===== src/i2c_cfg_pkg.sv =====
`default_nettype none

package i2c_cfg_pkg;

    localparam int REG_W        = 8;
    localparam int CNT_W        = 16;
    localparam int DFSR_FIELD_W = 6;

    typedef logic [2:0] reg_addr_t;    // address bits [4:2]

    localparam reg_addr_t ADDR_ADR   = 3'd0;
    localparam reg_addr_t ADDR_FDR   = 3'd1;
    localparam reg_addr_t ADDR_CR    = 3'd2;
    localparam reg_addr_t ADDR_DFSRR = 3'd5;

    localparam logic [REG_W-1:0] RST_ADR     = 8'h00;
    localparam logic [REG_W-1:0] RST_FDR     = 8'h00;
    localparam logic [REG_W-1:0] RST_CR      = 8'h00;
    localparam logic [REG_W-1:0] RST_DFSRR   = 8'h10;
    localparam logic [REG_W-1:0] RST_RD_DATA = 8'hFF;

    localparam logic [CNT_W-1:0] RST_PRESCALE = 16'd384;
    localparam logic [CNT_W-1:0] RST_DFSR_CNT = 16'd24;    // 384 / 16

    // scl divider per fdr[5:0]
    localparam logic [CNT_W-1:0] PRESCALE_TBL [64] = '{
        384,   416,   480,   576,   640,   704,   832,   1024,
        1152,  1280,  1536,  1920,  2304,  2560,  3072,  3840,
        4608,  5120,  6144,  7680,  9216,  10240, 12288, 15360,
        18432, 20480, 24576, 30720, 36864, 40960, 49152, 61440,
        256,   288,   320,   352,   384,   448,   512,   576,
        640,   768,   896,   1024,  1280,  1536,  1792,  2048,
        2560,  3072,  3584,  4096,  5120,  6144,  7168,  8192,
        10240, 12288, 14336, 16384, 20480, 24576, 28672, 32768
    };

    function automatic logic [CNT_W-1:0] prescale_lookup(input logic [REG_W-1:0] fdr);
        return PRESCALE_TBL[fdr[5:0]];    // top two bits don't care
    endfunction

    typedef struct packed {
        logic                    valid;
        logic [CNT_W-1:0]        rem;    // partial remainder
        logic [CNT_W-1:0]        quo;
        logic [CNT_W-1:0]        dvd;
        logic [DFSR_FIELD_W-1:0] dsr;
    } div_item_t;

    typedef struct packed {
        logic [REG_W-1:0] fdr;
        logic [REG_W-1:0] dfsrr;
        logic             launch;
    } cfg_wr_t;

endpackage

`default_nettype wire


===== src/i2c_cfg_regs.sv =====
`default_nettype none
`timescale 1ns/10ps

module i2c_cfg_regs (
    input  wire                            i_sysclk,
    input  wire                            i_reset_n,
    input  wire                            i_wr_ena,
    input  wire [4:0]                      i_wr_addr,
    input  wire [i2c_cfg_pkg::REG_W-1:0]   i_wr_data,
    input  wire                            i_rd_ena,
    input  wire [4:0]                      i_rd_addr,
    output logic [i2c_cfg_pkg::REG_W-1:0]  o_rd_data,
    output i2c_cfg_pkg::cfg_wr_t           o_cfg
);
    import i2c_cfg_pkg::*;

    logic [REG_W-1:0] adr_r;
    logic [REG_W-1:0] fdr_r;
    logic [REG_W-1:0] cr_r;
    logic [REG_W-1:0] dfsrr_r;
    logic             launch_pend;    // write to fdr/dfsrr seen last edge
    reg_addr_t        wr_sel;
    reg_addr_t        rd_sel;
    logic             wr_cnt_hit;

    assign wr_sel = i_wr_addr[4:2];
    assign rd_sel = i_rd_addr[4:2];

    // any write that changes the prescale or the divisor
    assign wr_cnt_hit = i_wr_ena && ((wr_sel == ADDR_FDR) || (wr_sel == ADDR_DFSRR));

    always_ff @(posedge i_sysclk or negedge i_reset_n)
    begin
        if (!i_reset_n)
        begin
            adr_r   <= RST_ADR;
            fdr_r   <= RST_FDR;
            cr_r    <= RST_CR;
            dfsrr_r <= RST_DFSRR;
        end
        else if (i_wr_ena)
        begin
            case (wr_sel)
                ADDR_ADR   : adr_r   <= i_wr_data;
                ADDR_FDR   : fdr_r   <= i_wr_data;
                ADDR_CR    : cr_r    <= i_wr_data;
                ADDR_DFSRR : dfsrr_r <= i_wr_data;
                default    : ;    // unmapped, dropped
            endcase
        end
    end

    // read data holds between strobes
    always_ff @(posedge i_sysclk or negedge i_reset_n)
    begin
        if (!i_reset_n)
        begin
            o_rd_data <= RST_RD_DATA;
        end
        else if (i_rd_ena)
        begin
            case (rd_sel)
                ADDR_ADR   : o_rd_data <= adr_r;
                ADDR_FDR   : o_rd_data <= fdr_r;
                ADDR_CR    : o_rd_data <= cr_r;
                ADDR_DFSRR : o_rd_data <= dfsrr_r;
                default    : o_rd_data <= '0;
            endcase
        end
    end

    // launch lines up with the new fdr/dfsrr in the outgoing bundle
    always_ff @(posedge i_sysclk or negedge i_reset_n)
    begin
        if (!i_reset_n)
        begin
            launch_pend <= 1'b0;
            o_cfg       <= '{fdr: RST_FDR, dfsrr: RST_DFSRR, launch: 1'b0};
        end
        else
        begin
            launch_pend <= wr_cnt_hit;
            o_cfg       <= '{fdr: fdr_r, dfsrr: dfsrr_r, launch: launch_pend};
        end
    end

endmodule

`default_nettype wire


===== src/fdr_prescale_feed.sv =====
`default_nettype none
`timescale 1ns/10ps

module fdr_prescale_feed (
    input  wire                            i_sysclk,
    input  wire                            i_reset_n,
    input  wire i2c_cfg_pkg::cfg_wr_t      i_cfg,
    output logic [i2c_cfg_pkg::CNT_W-1:0]  o_prescale,
    output i2c_cfg_pkg::div_item_t         o_item
);
    import i2c_cfg_pkg::*;

    logic [CNT_W-1:0]        prescale_nxt;
    logic [CNT_W-1:0]        prescale_r;
    logic [DFSR_FIELD_W-1:0] dsr_r;
    logic                    valid_r;

    assign prescale_nxt = prescale_lookup(i_cfg.fdr);

    always_ff @(posedge i_sysclk or negedge i_reset_n)
    begin
        if (!i_reset_n)
        begin
            prescale_r <= RST_PRESCALE;
            valid_r    <= 1'b0;
        end
        else
        begin
            prescale_r <= prescale_nxt;
            valid_r    <= i_cfg.launch;    // one item per launch
        end
    end

    // divisor field, only looked at while valid_r is set
    always_ff @(posedge i_sysclk)
    begin
        dsr_r <= i_cfg.dfsrr[DFSR_FIELD_W-1:0];
    end

    assign o_prescale = prescale_r;

    // fresh division: nothing shifted in yet
    assign o_item = '{
        valid: valid_r,
        rem:   '0,
        quo:   '0,
        dvd:   prescale_r,
        dsr:   dsr_r
    };

endmodule

`default_nettype wire


===== src/dfsr_div_stage.sv =====
`default_nettype none
`timescale 1ns/10ps

module dfsr_div_stage #(
    parameter int DIV_WIDTH   = 16,
    parameter int STAGE_INDEX = 0
) (
    input  wire                              i_sysclk,
    input  wire                              i_reset_n,
    input  wire i2c_cfg_pkg::div_item_t      i_item,
    output i2c_cfg_pkg::div_item_t           o_item
);
    import i2c_cfg_pkg::*;

    // msb first, stage 0 takes the top dividend bit
    localparam int BIT_POS = DIV_WIDTH - 1 - STAGE_INDEX;

    logic [CNT_W-1:0]        rem_sh;
    logic [CNT_W-1:0]        dsr_ext;
    logic                    q_bit;
    logic                    valid_r;
    logic [CNT_W-1:0]        rem_r;
    logic [CNT_W-1:0]        quo_r;
    logic [CNT_W-1:0]        dvd_r;
    logic [DFSR_FIELD_W-1:0] dsr_r;

    assign rem_sh  = {i_item.rem[CNT_W-2:0], i_item.dvd[BIT_POS]};
    assign dsr_ext = CNT_W'(i_item.dsr);
    assign q_bit   = (rem_sh >= dsr_ext);    // dsr 0 always sets the bit

    always_ff @(posedge i_sysclk or negedge i_reset_n)
    begin
        if (!i_reset_n)
            valid_r <= 1'b0;
        else
            valid_r <= i_item.valid;
    end

    always_ff @(posedge i_sysclk)
    begin
        rem_r <= q_bit ? (rem_sh - dsr_ext) : rem_sh;
        quo_r <= {i_item.quo[CNT_W-2:0], q_bit};
        dvd_r <= i_item.dvd;
        dsr_r <= i_item.dsr;
    end

    assign o_item = '{valid: valid_r, rem: rem_r, quo: quo_r, dvd: dvd_r, dsr: dsr_r};

endmodule

`default_nettype wire


===== src/dfsr_div_drain.sv =====
`default_nettype none
`timescale 1ns/10ps

module dfsr_div_drain #(
    parameter int DIV_WIDTH = 16
) (
    input  wire                            i_sysclk,
    input  wire                            i_reset_n,
    input  wire i2c_cfg_pkg::div_item_t    i_item,
    output logic [i2c_cfg_pkg::CNT_W-1:0]  o_dfsr_cnt,
    output logic                           o_cnt_update
);
    import i2c_cfg_pkg::*;

    always_ff @(posedge i_sysclk or negedge i_reset_n)
    begin
        if (!i_reset_n)
        begin
            o_dfsr_cnt   <= RST_DFSR_CNT;
            o_cnt_update <= 1'b0;
        end
        else
        begin
            o_cnt_update <= i_item.valid;    // single-cycle pulse per item
            if (i_item.valid)
                o_dfsr_cnt <= CNT_W'(i_item.quo[DIV_WIDTH-1:0]);
        end
    end

endmodule

`default_nettype wire


===== src/i2c_cfg_top.sv =====
`default_nettype none
`timescale 1ns/10ps

module i2c_cfg_top #(
    parameter int DIV_WIDTH = 16
) (
    input  wire                            i_sysclk,
    input  wire                            i_reset_n,
    input  wire                            i_wr_ena,
    input  wire [4:0]                      i_wr_addr,
    input  wire [i2c_cfg_pkg::REG_W-1:0]   i_wr_data,
    input  wire                            i_rd_ena,
    input  wire [4:0]                      i_rd_addr,
    output logic [i2c_cfg_pkg::REG_W-1:0]  o_rd_data,
    output logic [i2c_cfg_pkg::CNT_W-1:0]  o_prescale,
    output logic [i2c_cfg_pkg::CNT_W-1:0]  o_dfsr_cnt,
    output logic                           o_cnt_update
);
    import i2c_cfg_pkg::*;

    cfg_wr_t   cfg;
    div_item_t stage_item [DIV_WIDTH+1];    // [0] from feed, [DIV_WIDTH] into drain

    i2c_cfg_regs u_regs (
        .i_sysclk  (i_sysclk),
        .i_reset_n (i_reset_n),
        .i_wr_ena  (i_wr_ena),
        .i_wr_addr (i_wr_addr),
        .i_wr_data (i_wr_data),
        .i_rd_ena  (i_rd_ena),
        .i_rd_addr (i_rd_addr),
        .o_rd_data (o_rd_data),
        .o_cfg     (cfg)
    );

    fdr_prescale_feed u_feed (
        .i_sysclk   (i_sysclk),
        .i_reset_n  (i_reset_n),
        .i_cfg      (cfg),
        .o_prescale (o_prescale),
        .o_item     (stage_item[0])
    );

    genvar k;
    generate
        for (k = 0; k < DIV_WIDTH; k++)
        begin : g_stage
            dfsr_div_stage #(
                .DIV_WIDTH   (DIV_WIDTH),
                .STAGE_INDEX (k)
            ) u_stage (
                .i_sysclk  (i_sysclk),
                .i_reset_n (i_reset_n),
                .i_item    (stage_item[k]),
                .o_item    (stage_item[k+1])
            );
        end
    endgenerate

    dfsr_div_drain #(
        .DIV_WIDTH (DIV_WIDTH)
    ) u_drain (
        .i_sysclk     (i_sysclk),
        .i_reset_n    (i_reset_n),
        .i_item       (stage_item[DIV_WIDTH]),
        .o_dfsr_cnt   (o_dfsr_cnt),
        .o_cnt_update (o_cnt_update)
    );

endmodule

`default_nettype wire


===== config.mk =====
export PLATFORM = sky130hd
export DESIGN_NAME = i2c_cfg_top
export DESIGN_NICKNAME = d
export VERILOG_FILES = /design/src/i2c_cfg_pkg.sv /design/src/i2c_cfg_regs.sv /design/src/fdr_prescale_feed.sv /design/src/dfsr_div_stage.sv /design/src/dfsr_div_drain.sv /design/src/i2c_cfg_top.sv
export SDC_FILE = /design/constraint.sdc
export NUM_CORES = 1
export LEC_CHECK = 0
export ABC_AREA = 1
export BUFFER_PORTS_ARGS = -buffer_cell sky130_fd_sc_hd__buf_4
export CORE_MARGIN = 4
export CORE_UTILIZATION = 50
export DETAILED_ROUTE_END_ITERATION = 8
export PLACE_DENSITY = 0.66
export SLEW_MARGIN = 20
export SYNTH_ARGS = -nofsm -noshare
export SYNTH_HDL_FRONTEND = slang
export SYNTH_SLANG_ARGS = --single-unit

===== constraint.sdc =====
create_clock -name i_sysclk -period 3.17 [get_ports i_sysclk]
set_clock_uncertainty 0.1 [all_clocks]
set_input_delay 0.634 -clock i_sysclk [delete_from_list [all_inputs] [get_ports i_sysclk]]
set_output_delay 0.634 -clock i_sysclk [all_outputs]
set_load 0.01 [all_outputs]

==> results.toml, run 1 <==
[layout]
area_delta_synth_final_pct = 12.3
nets = 3144
seqCellArea_mm2 = 0.0126
fin_util_pct = 57.1
drive_above_1_share_pct = 10.6
nFillCells = 4385
multiInputGateArea_mm2 = 0.00997
n_antenna_cell = 0

[critical_path]
startpoint_type = "flip-flop"
rrSetupSlack_ns = 0.91
cp_max_fo = 16
end_kind = "flip-flop"
cp.required_ns = 3.56
crit_arrival_ns = 2.65
critPathKind = "flip-flop to flip-flop"

[power]
p_int_mw = 18.4
p_seq_share_pct = 38.6
p_clk_share_pct = 24.4
total_power_mw = 29.9
cellLeakagePower_nw = 12.7
total_switching_power_mw = 11.5
ir_worst_vdd_v = 0.000550
p_per_area_mw_per_mm2 = 1090
p_sw_share_pct = 38.4
p_comb_share_pct = 36.9

[global_route]
grt_pass1_wl_um = 83200
grt_max_degree = 55
grt_pass1_vias = 17586
grtUsageTotal_pct = 18.6
antenna_found_initial = 0
overflow = 0

[floorplanning]
die_h_um = 229
rows = 80
ios = 63
start_util_pct = 50.9
dieArea_mm2 = 0.0525
coreArea_mm2 = 0.0480
fp.dieW_um = 229

[sta]
setup_viol = 0
min_period_over_period_pct = 71.3
min_period_ns = 2.26
hold_slack_ns = 0.104
timing.final.ws_setup_ns = 0.909
slew_headroom_pct = 48.9
worst_pin_slew_ns = 0.766
slew_viol_final = 0
rsz0062_at_grt = "false"
hold_viol_final = 0
tns_ns = 0
fmax_mhz = 442

[yosys]
yosysSeqAreaShare_pct = 51.5
yosys_register_bits = 603
synth_commonest_cells = "nand2_1, dfxtp_1, inv_1"
synth_top_area_share_pct = 41.3
synth.most_common_cell = "nand2_1"
async_flop_share_pct = 16.4
ys_types = 49
synth_flop_cell = "dfxtp_1"
synth_area_leaders = "dfxtp_1, nand2_1, dfrtp_1"
ys_warn_count = 0
netlist_instances = 2936
synth.avg_cell_area_um2 = 8.32
synth_top_cell_by_area = "dfxtp_1"
synth_enable_flop_cells = 0
syn_area_mm2 = 0.0244

[clock_network]
cts_sinks = 603
post_cts_buffers = 0
cts.reportedPaths.clkPinSlew_ns = 0.06
root_buffer = "clkbuf_16"
cts_tree = "yes"
clk_latency_ns = 0.61
htree_levels = 2
cts_buffers = 61
clk_path_buf_depth = 3

[detailed_routing]
drc_errors = 0
drt_iter0_drc = 1161
ant_nets = 0
routed_wl_um = 48800
wl_per_cell_um = 13.3
dr_total_vias = 18122
drt-pass1-iter-count = 6
via_per_inst = 4.92

[job]
max-cap-violations = 0

[min_path]
hp-class = "input pin to flip-flop"

[place]
dp_slack_ns = 0.908
port_buffers = 53
post-dp-hpwl_um = 37600
routabilityCongestion = 0.863

[run_status]
status = "finished clean"
registers in the layout (all words and copies together), names as in the netlist:
signal,count
g_stage.u_stage.quo_r,136
u_regs.adr_r,8
g_stage.u_stage.dsr_r,90
u_regs.o_cfg,13
u_feed.o_prescale,11
u_regs.cr_r,8
u_feed.valid_r,1
u_feed.dsr_r,6
g_stage.u_stage.valid_r,16
g_stage.u_stage.dvd_r,55
u_regs.dfsrr_r,8
u_drain.o_cnt_update,1
u_regs.launch_pend,1
u_drain.o_dfsr_cnt,16
u_regs.fdr_r,8
g_stage.u_stage.rem_r,217
u_regs.o_rd_data,8
worst paths after layout:
| path | end | depth (start not counted) | startpoint |
|---|---|---|---|
| worst max-delay path | g_stage[13].u_stage.rem_r[10]$_DFF_P_ | 10 | g_stage[12].u_stage.dsr_r[0]$_DFF_P_ |
| worst min-delay path | u_regs.launch_pend$_DFF_PN0_ | 2 | i_wr_addr[3] |
| worst max register to register | g_stage[13].u_stage.rem_r[10]$_DFF_P_ | 10 | g_stage[12].u_stage.dsr_r[0]$_DFF_P_ |
| worst min register to register | g_stage[8].u_stage.quo_r[4]$_DFF_P_ | 0 | g_stage[7].u_stage.quo_r[3]$_DFF_P_ |
| max in group asynchronous | u_regs.o_rd_data[5]$_DFFE_PN1P_ | 3 | i_reset_n |
| min in group asynchronous | u_regs.dfsrr_r[0]$_DFFE_PN0P_ | 2 | i_reset_n |
placed cells by master (no fill, tap or decap), types with 25 or more instances in the layout:
master and n:
nand4_1 63, xor2_1 43, clkbuf_16 64, dfrtp_1 85, nand3_1 203, nor2_1 272, inv_1 404, ha_1 93
a21oi_1 64, dfxtp_1 504, o21ai_0 102, buf_4 54, a21oi_2 35, nand2_1 779, nand3b_1 25
cells by family (layout without fill, tap and decap cells):
logic type               count (synthesis)  count (layout)  synth area share (%)
multiplexers                            16              16                 0.737
XOR/XNOR                                64              64                  2.29
AND/OR/NAND/NOR                       1437            1437                  25.6
adder cells (fa/ha/maj)                107             107                  5.91
other                                    1               5                0.0153
flip-flops                             603             603                  51.5
AO/OA/AOI/OAI                          248             248                  6.16
buffers and inverters                  460             587                  7.79
critical path, cell delays in order, from the launching register on:
cell      delay, ns
dfxtp_1        0.33
inv_1          0.12
fa_1           0.48
nand2_1        0.08
nand2_1        0.07
nand3b_1       0.17
nand2_1        0.12
nor2_4         0.30
inv_1          0.19
nand3_1        0.10
o21ai_0        0.07
stage by stage:
step | std cells | instance area (µm²)
after CTS | 3682 | 27400
after global placement | 3566 | 25300
final | 3682 | 27400
after floorplan | 2940 | 24500
after global routing | 3682 | 27400
after detailed placement | 3566 | 25300
cell type report:
class / instances / share of cell area [%]
clock buffer: 82 / 6.45
clock inverter: 33 / 1.31
inverter: 416 / 5.69
multi-input combinational: 1877 / 36.3
sequential: 603 / 45.9
tap: 615 / 2.80
timing repair buffer: 56 / 1.59
what timing repair did:
| action | 4_1_cts | 5_1_grt |
|---|---|---|
| hold endpoints to repair | 15 | 0 |
| resized for setup | 0 | 0 |
| hold buffers | 1 | 0 |
| endpoints found under the setup margin | 0 | 0 |
metal layers:
layer	global-route usage (%)	vias up	routed length (µm)
met5	0	-	0
met4	6.47	0	1520
met3	2.83	116	2000
met2	32.1	406	23300
met1	23.8	8189	22100
li1	-	9411	-
power by group through the flow:
stage               Combinational [mW]  Sequential, mW  Clock (mW)
finish                            11.0            11.6        7.30
global placement                  10.8            11.7           0
floorplan                         8.87            11.1           0
detailed placement                11.0            11.7           0
global route                      12.7            11.8        7.87
CTS                               11.1            11.6        7.54
(Power assumes the default switching activity.)
==> inputs of run 2 (changes only) <==
--- a/config.mk
+++ b/config.mk
@@ -10,7 +10,7 @@
 export CORE_MARGIN = 4
 export CORE_UTILIZATION = 50
 export DETAILED_ROUTE_END_ITERATION = 8
-export PLACE_DENSITY = 0.66
+export PLACE_DENSITY = 0.69
 export SLEW_MARGIN = 20
 export SYNTH_ARGS = -nofsm -noshare
 export SYNTH_HDL_FRONTEND = slang
==> constraint.sdc (replaced) <==
create_clock -name i_sysclk -period 2 [get_ports i_sysclk]
set_clock_uncertainty 0.1 [all_clocks]
set_input_delay 0.4 -clock i_sysclk [delete_from_list [all_inputs] [get_ports i_sysclk]]
set_output_delay 0.4 -clock i_sysclk [all_outputs]
set_load 0.01 [all_outputs]
==> results.toml, run 2 (synthesis gave the netlist of run 1 again) <==
[place]
dp_cells = 3669
dp_slack_ns = -0.112
dpl_cell_area_mm2 = 0.0261
port_buffers = 53
post-dp-hpwl_um = 39300
routabilityCongestion = 0.891

[global_route]
grt_pass1_wl_um = 86100
grtUsageTotal_pct = 19.4
grt_max_degree = 37
antenna_found_initial = 1
overflow = 0
grt_pass1_vias = 18515

[min_path]
hp-class = "input pin to asynchronous set/reset pin"

[clock_network]
cts.reportedPaths.clkPinSlew_ns = 0.06
htree_levels = 2
cts_sinks = 603
clk_path_buf_depth = 3
cts_buffers = 59
cts_tree = "yes"
clk_latency_ns = 0.60
root_buffer = "clkbuf_16"

[detailed_routing]
dr_total_vias = 18716
drt_iter0_drc = 1069
via_per_inst = 4.91
wl_per_cell_um = 13.6
drt-pass1-iter-count = 5
routed_wl_um = 51800
drc_errors = 0
ant_nets = 0

[sta]
slew_viol_final = 0
timing.final.ws_setup_ns = 0.0545
tns_ns = 0
min_period_over_period_pct = 97.3
rsz0062_at_grt = "true"
fmax_mhz = 514
worst_pin_slew_ns = 0.630
min_period_ns = 1.95
hold_slack_ns = 0.201
hold_viol_final = 0
slew_headroom_pct = 56.9
setup_viol = 0

[layout]
fin_util_pct = 59.9
largest_reg_flops = 217
layout.cells.non_filler = 3811
seqCellArea_mm2 = 0.0126
mostFrequentLayoutCell = "nand2_1"
multiInputGateArea_mm2 = 0.0103
area_delta_synth_final_pct = 17.8
fin_area_mm2 = 0.0288
reg_top3 = "g_stage.u_stage.rem_r x217, g_stage.u_stage.quo_r x136, g_stage.u_stage.dsr_r x90"
drive_above_1_share_pct = 16.0
final_cell_mix = "nand2_1, dfxtp_1, inv_1"
nFillCells = 4271
n_antenna_cell = 0
registers.top_by_ff_count = "g_stage.u_stage.rem_r"
nets = 3275

[floorplanning]
dieArea_mm2 = 0.0525
die_h_um = 229
fp.dieW_um = 229
rows = 80
coreArea_mm2 = 0.0480
ios = 63
start_util_pct = 50.9

[power]
p_seq_share_pct = 37.3
ir_worst_vdd_v = 0.000794
total_power_mw = 49.3
p_clk_share_pct = 23.0
p_sw_share_pct = 38.2
total_switching_power_mw = 18.8
p_per_area_mw_per_mm2 = 1710
cellLeakagePower_nw = 13.3
p_int_mw = 30.5
p_comb_share_pct = 39.7

[critical_path]
cp_cell_sequence = "inv_2 > ha_4 > fa_2 > nor3_4 > nor3_2 > ha_2 > nand2_4 > buf_6 > nand2_2 > nand2_1 > nand2_1"
cp_top_family = "adder cells"
cp_max_fo = 5
crit_arrival_ns = 2.34
crit_buf_inv = 2
critPathKind = "flip-flop to flip-flop"
slowest_stage = "fa_2"
cp.required_ns = 2.40
cpPeakStageDelay_ns = 0.38
cp_common_cell = "nand2_1"
startpoint_type = "flip-flop"
end_kind = "flip-flop"

[job]
max-cap-violations = 0

[run_status]
status = "finished clean"
## run 2: metal layers
layer  wire (µm)  track usage [%]  vias to the layer above  part of all wire, %
li1            -                -                     9680                    -
met1       22800             24.2                     8539                   44
met2       25200             34.1                      373                   49
met3        2160             2.77                      122                  4.2
met4        1670             7.25                        2                  3.2
met5          13                0                        -                0.025
## run 2: final cells by class
type | instances | area share, %
multi-input combinational | 1880 | 35.7
clock buffer | 85 | 6.06
clock inverter | 26 | 1.10
timing repair buffer | 186 | 5.30
sequential | 603 | 43.8
inverter | 416 | 5.44
tap | 615 | 2.67
## run 2: repair_timing
action                                  in CTS  in global routing
cloned                                       0                  3
endpoints found under the setup margin      31                144
pin swaps                                    4                 27
setup buffers                                4                 12
endpoints found under the hold margin       61                  0
hold buffers                                12                  0
resized for setup                           10                 85
## run 2: power groups by stage
stage / Combinational (mW) / Clock (mW) / Sequential [mW]
final: 19.5 / 11.3 / 18.4
after global routing: 22.3 / 12.2 / 18.8
after CTS: 18.9 / 11.6 / 18.4
after detailed placement: 18.7 / 0 / 18.6
after global placement: 18.3 / 0 / 18.6
after floorplan: 14.1 / 0 / 17.6
## run 2: final timing paths
kind	slack (ns)	startpoint	cells after the start	endpoint
max	0.05	g_stage[0].u_stage.dvd_r[14]$_DFF_P_	11	g_stage[1].u_stage.rem_r[6]$_DFF_P_
min	0.20	i_reset_n	2	u_regs.adr_r[7]$_DFFE_PN0P_
max reg2reg	0.05	g_stage[0].u_stage.dvd_r[14]$_DFF_P_	11	g_stage[1].u_stage.rem_r[6]$_DFF_P_
min reg2reg	0.22	g_stage[12].u_stage.quo_r[1]$_DFF_P_	0	g_stage[13].u_stage.quo_r[2]$_DFF_P_
max in group asynchronous	0.94	i_reset_n	3	u_drain.o_dfsr_cnt[3]$_DFFE_PN1P_
min in group i_sysclk	0.22	g_stage[12].u_stage.quo_r[1]$_DFF_P_	0	g_stage[13].u_stage.quo_r[2]$_DFF_P_
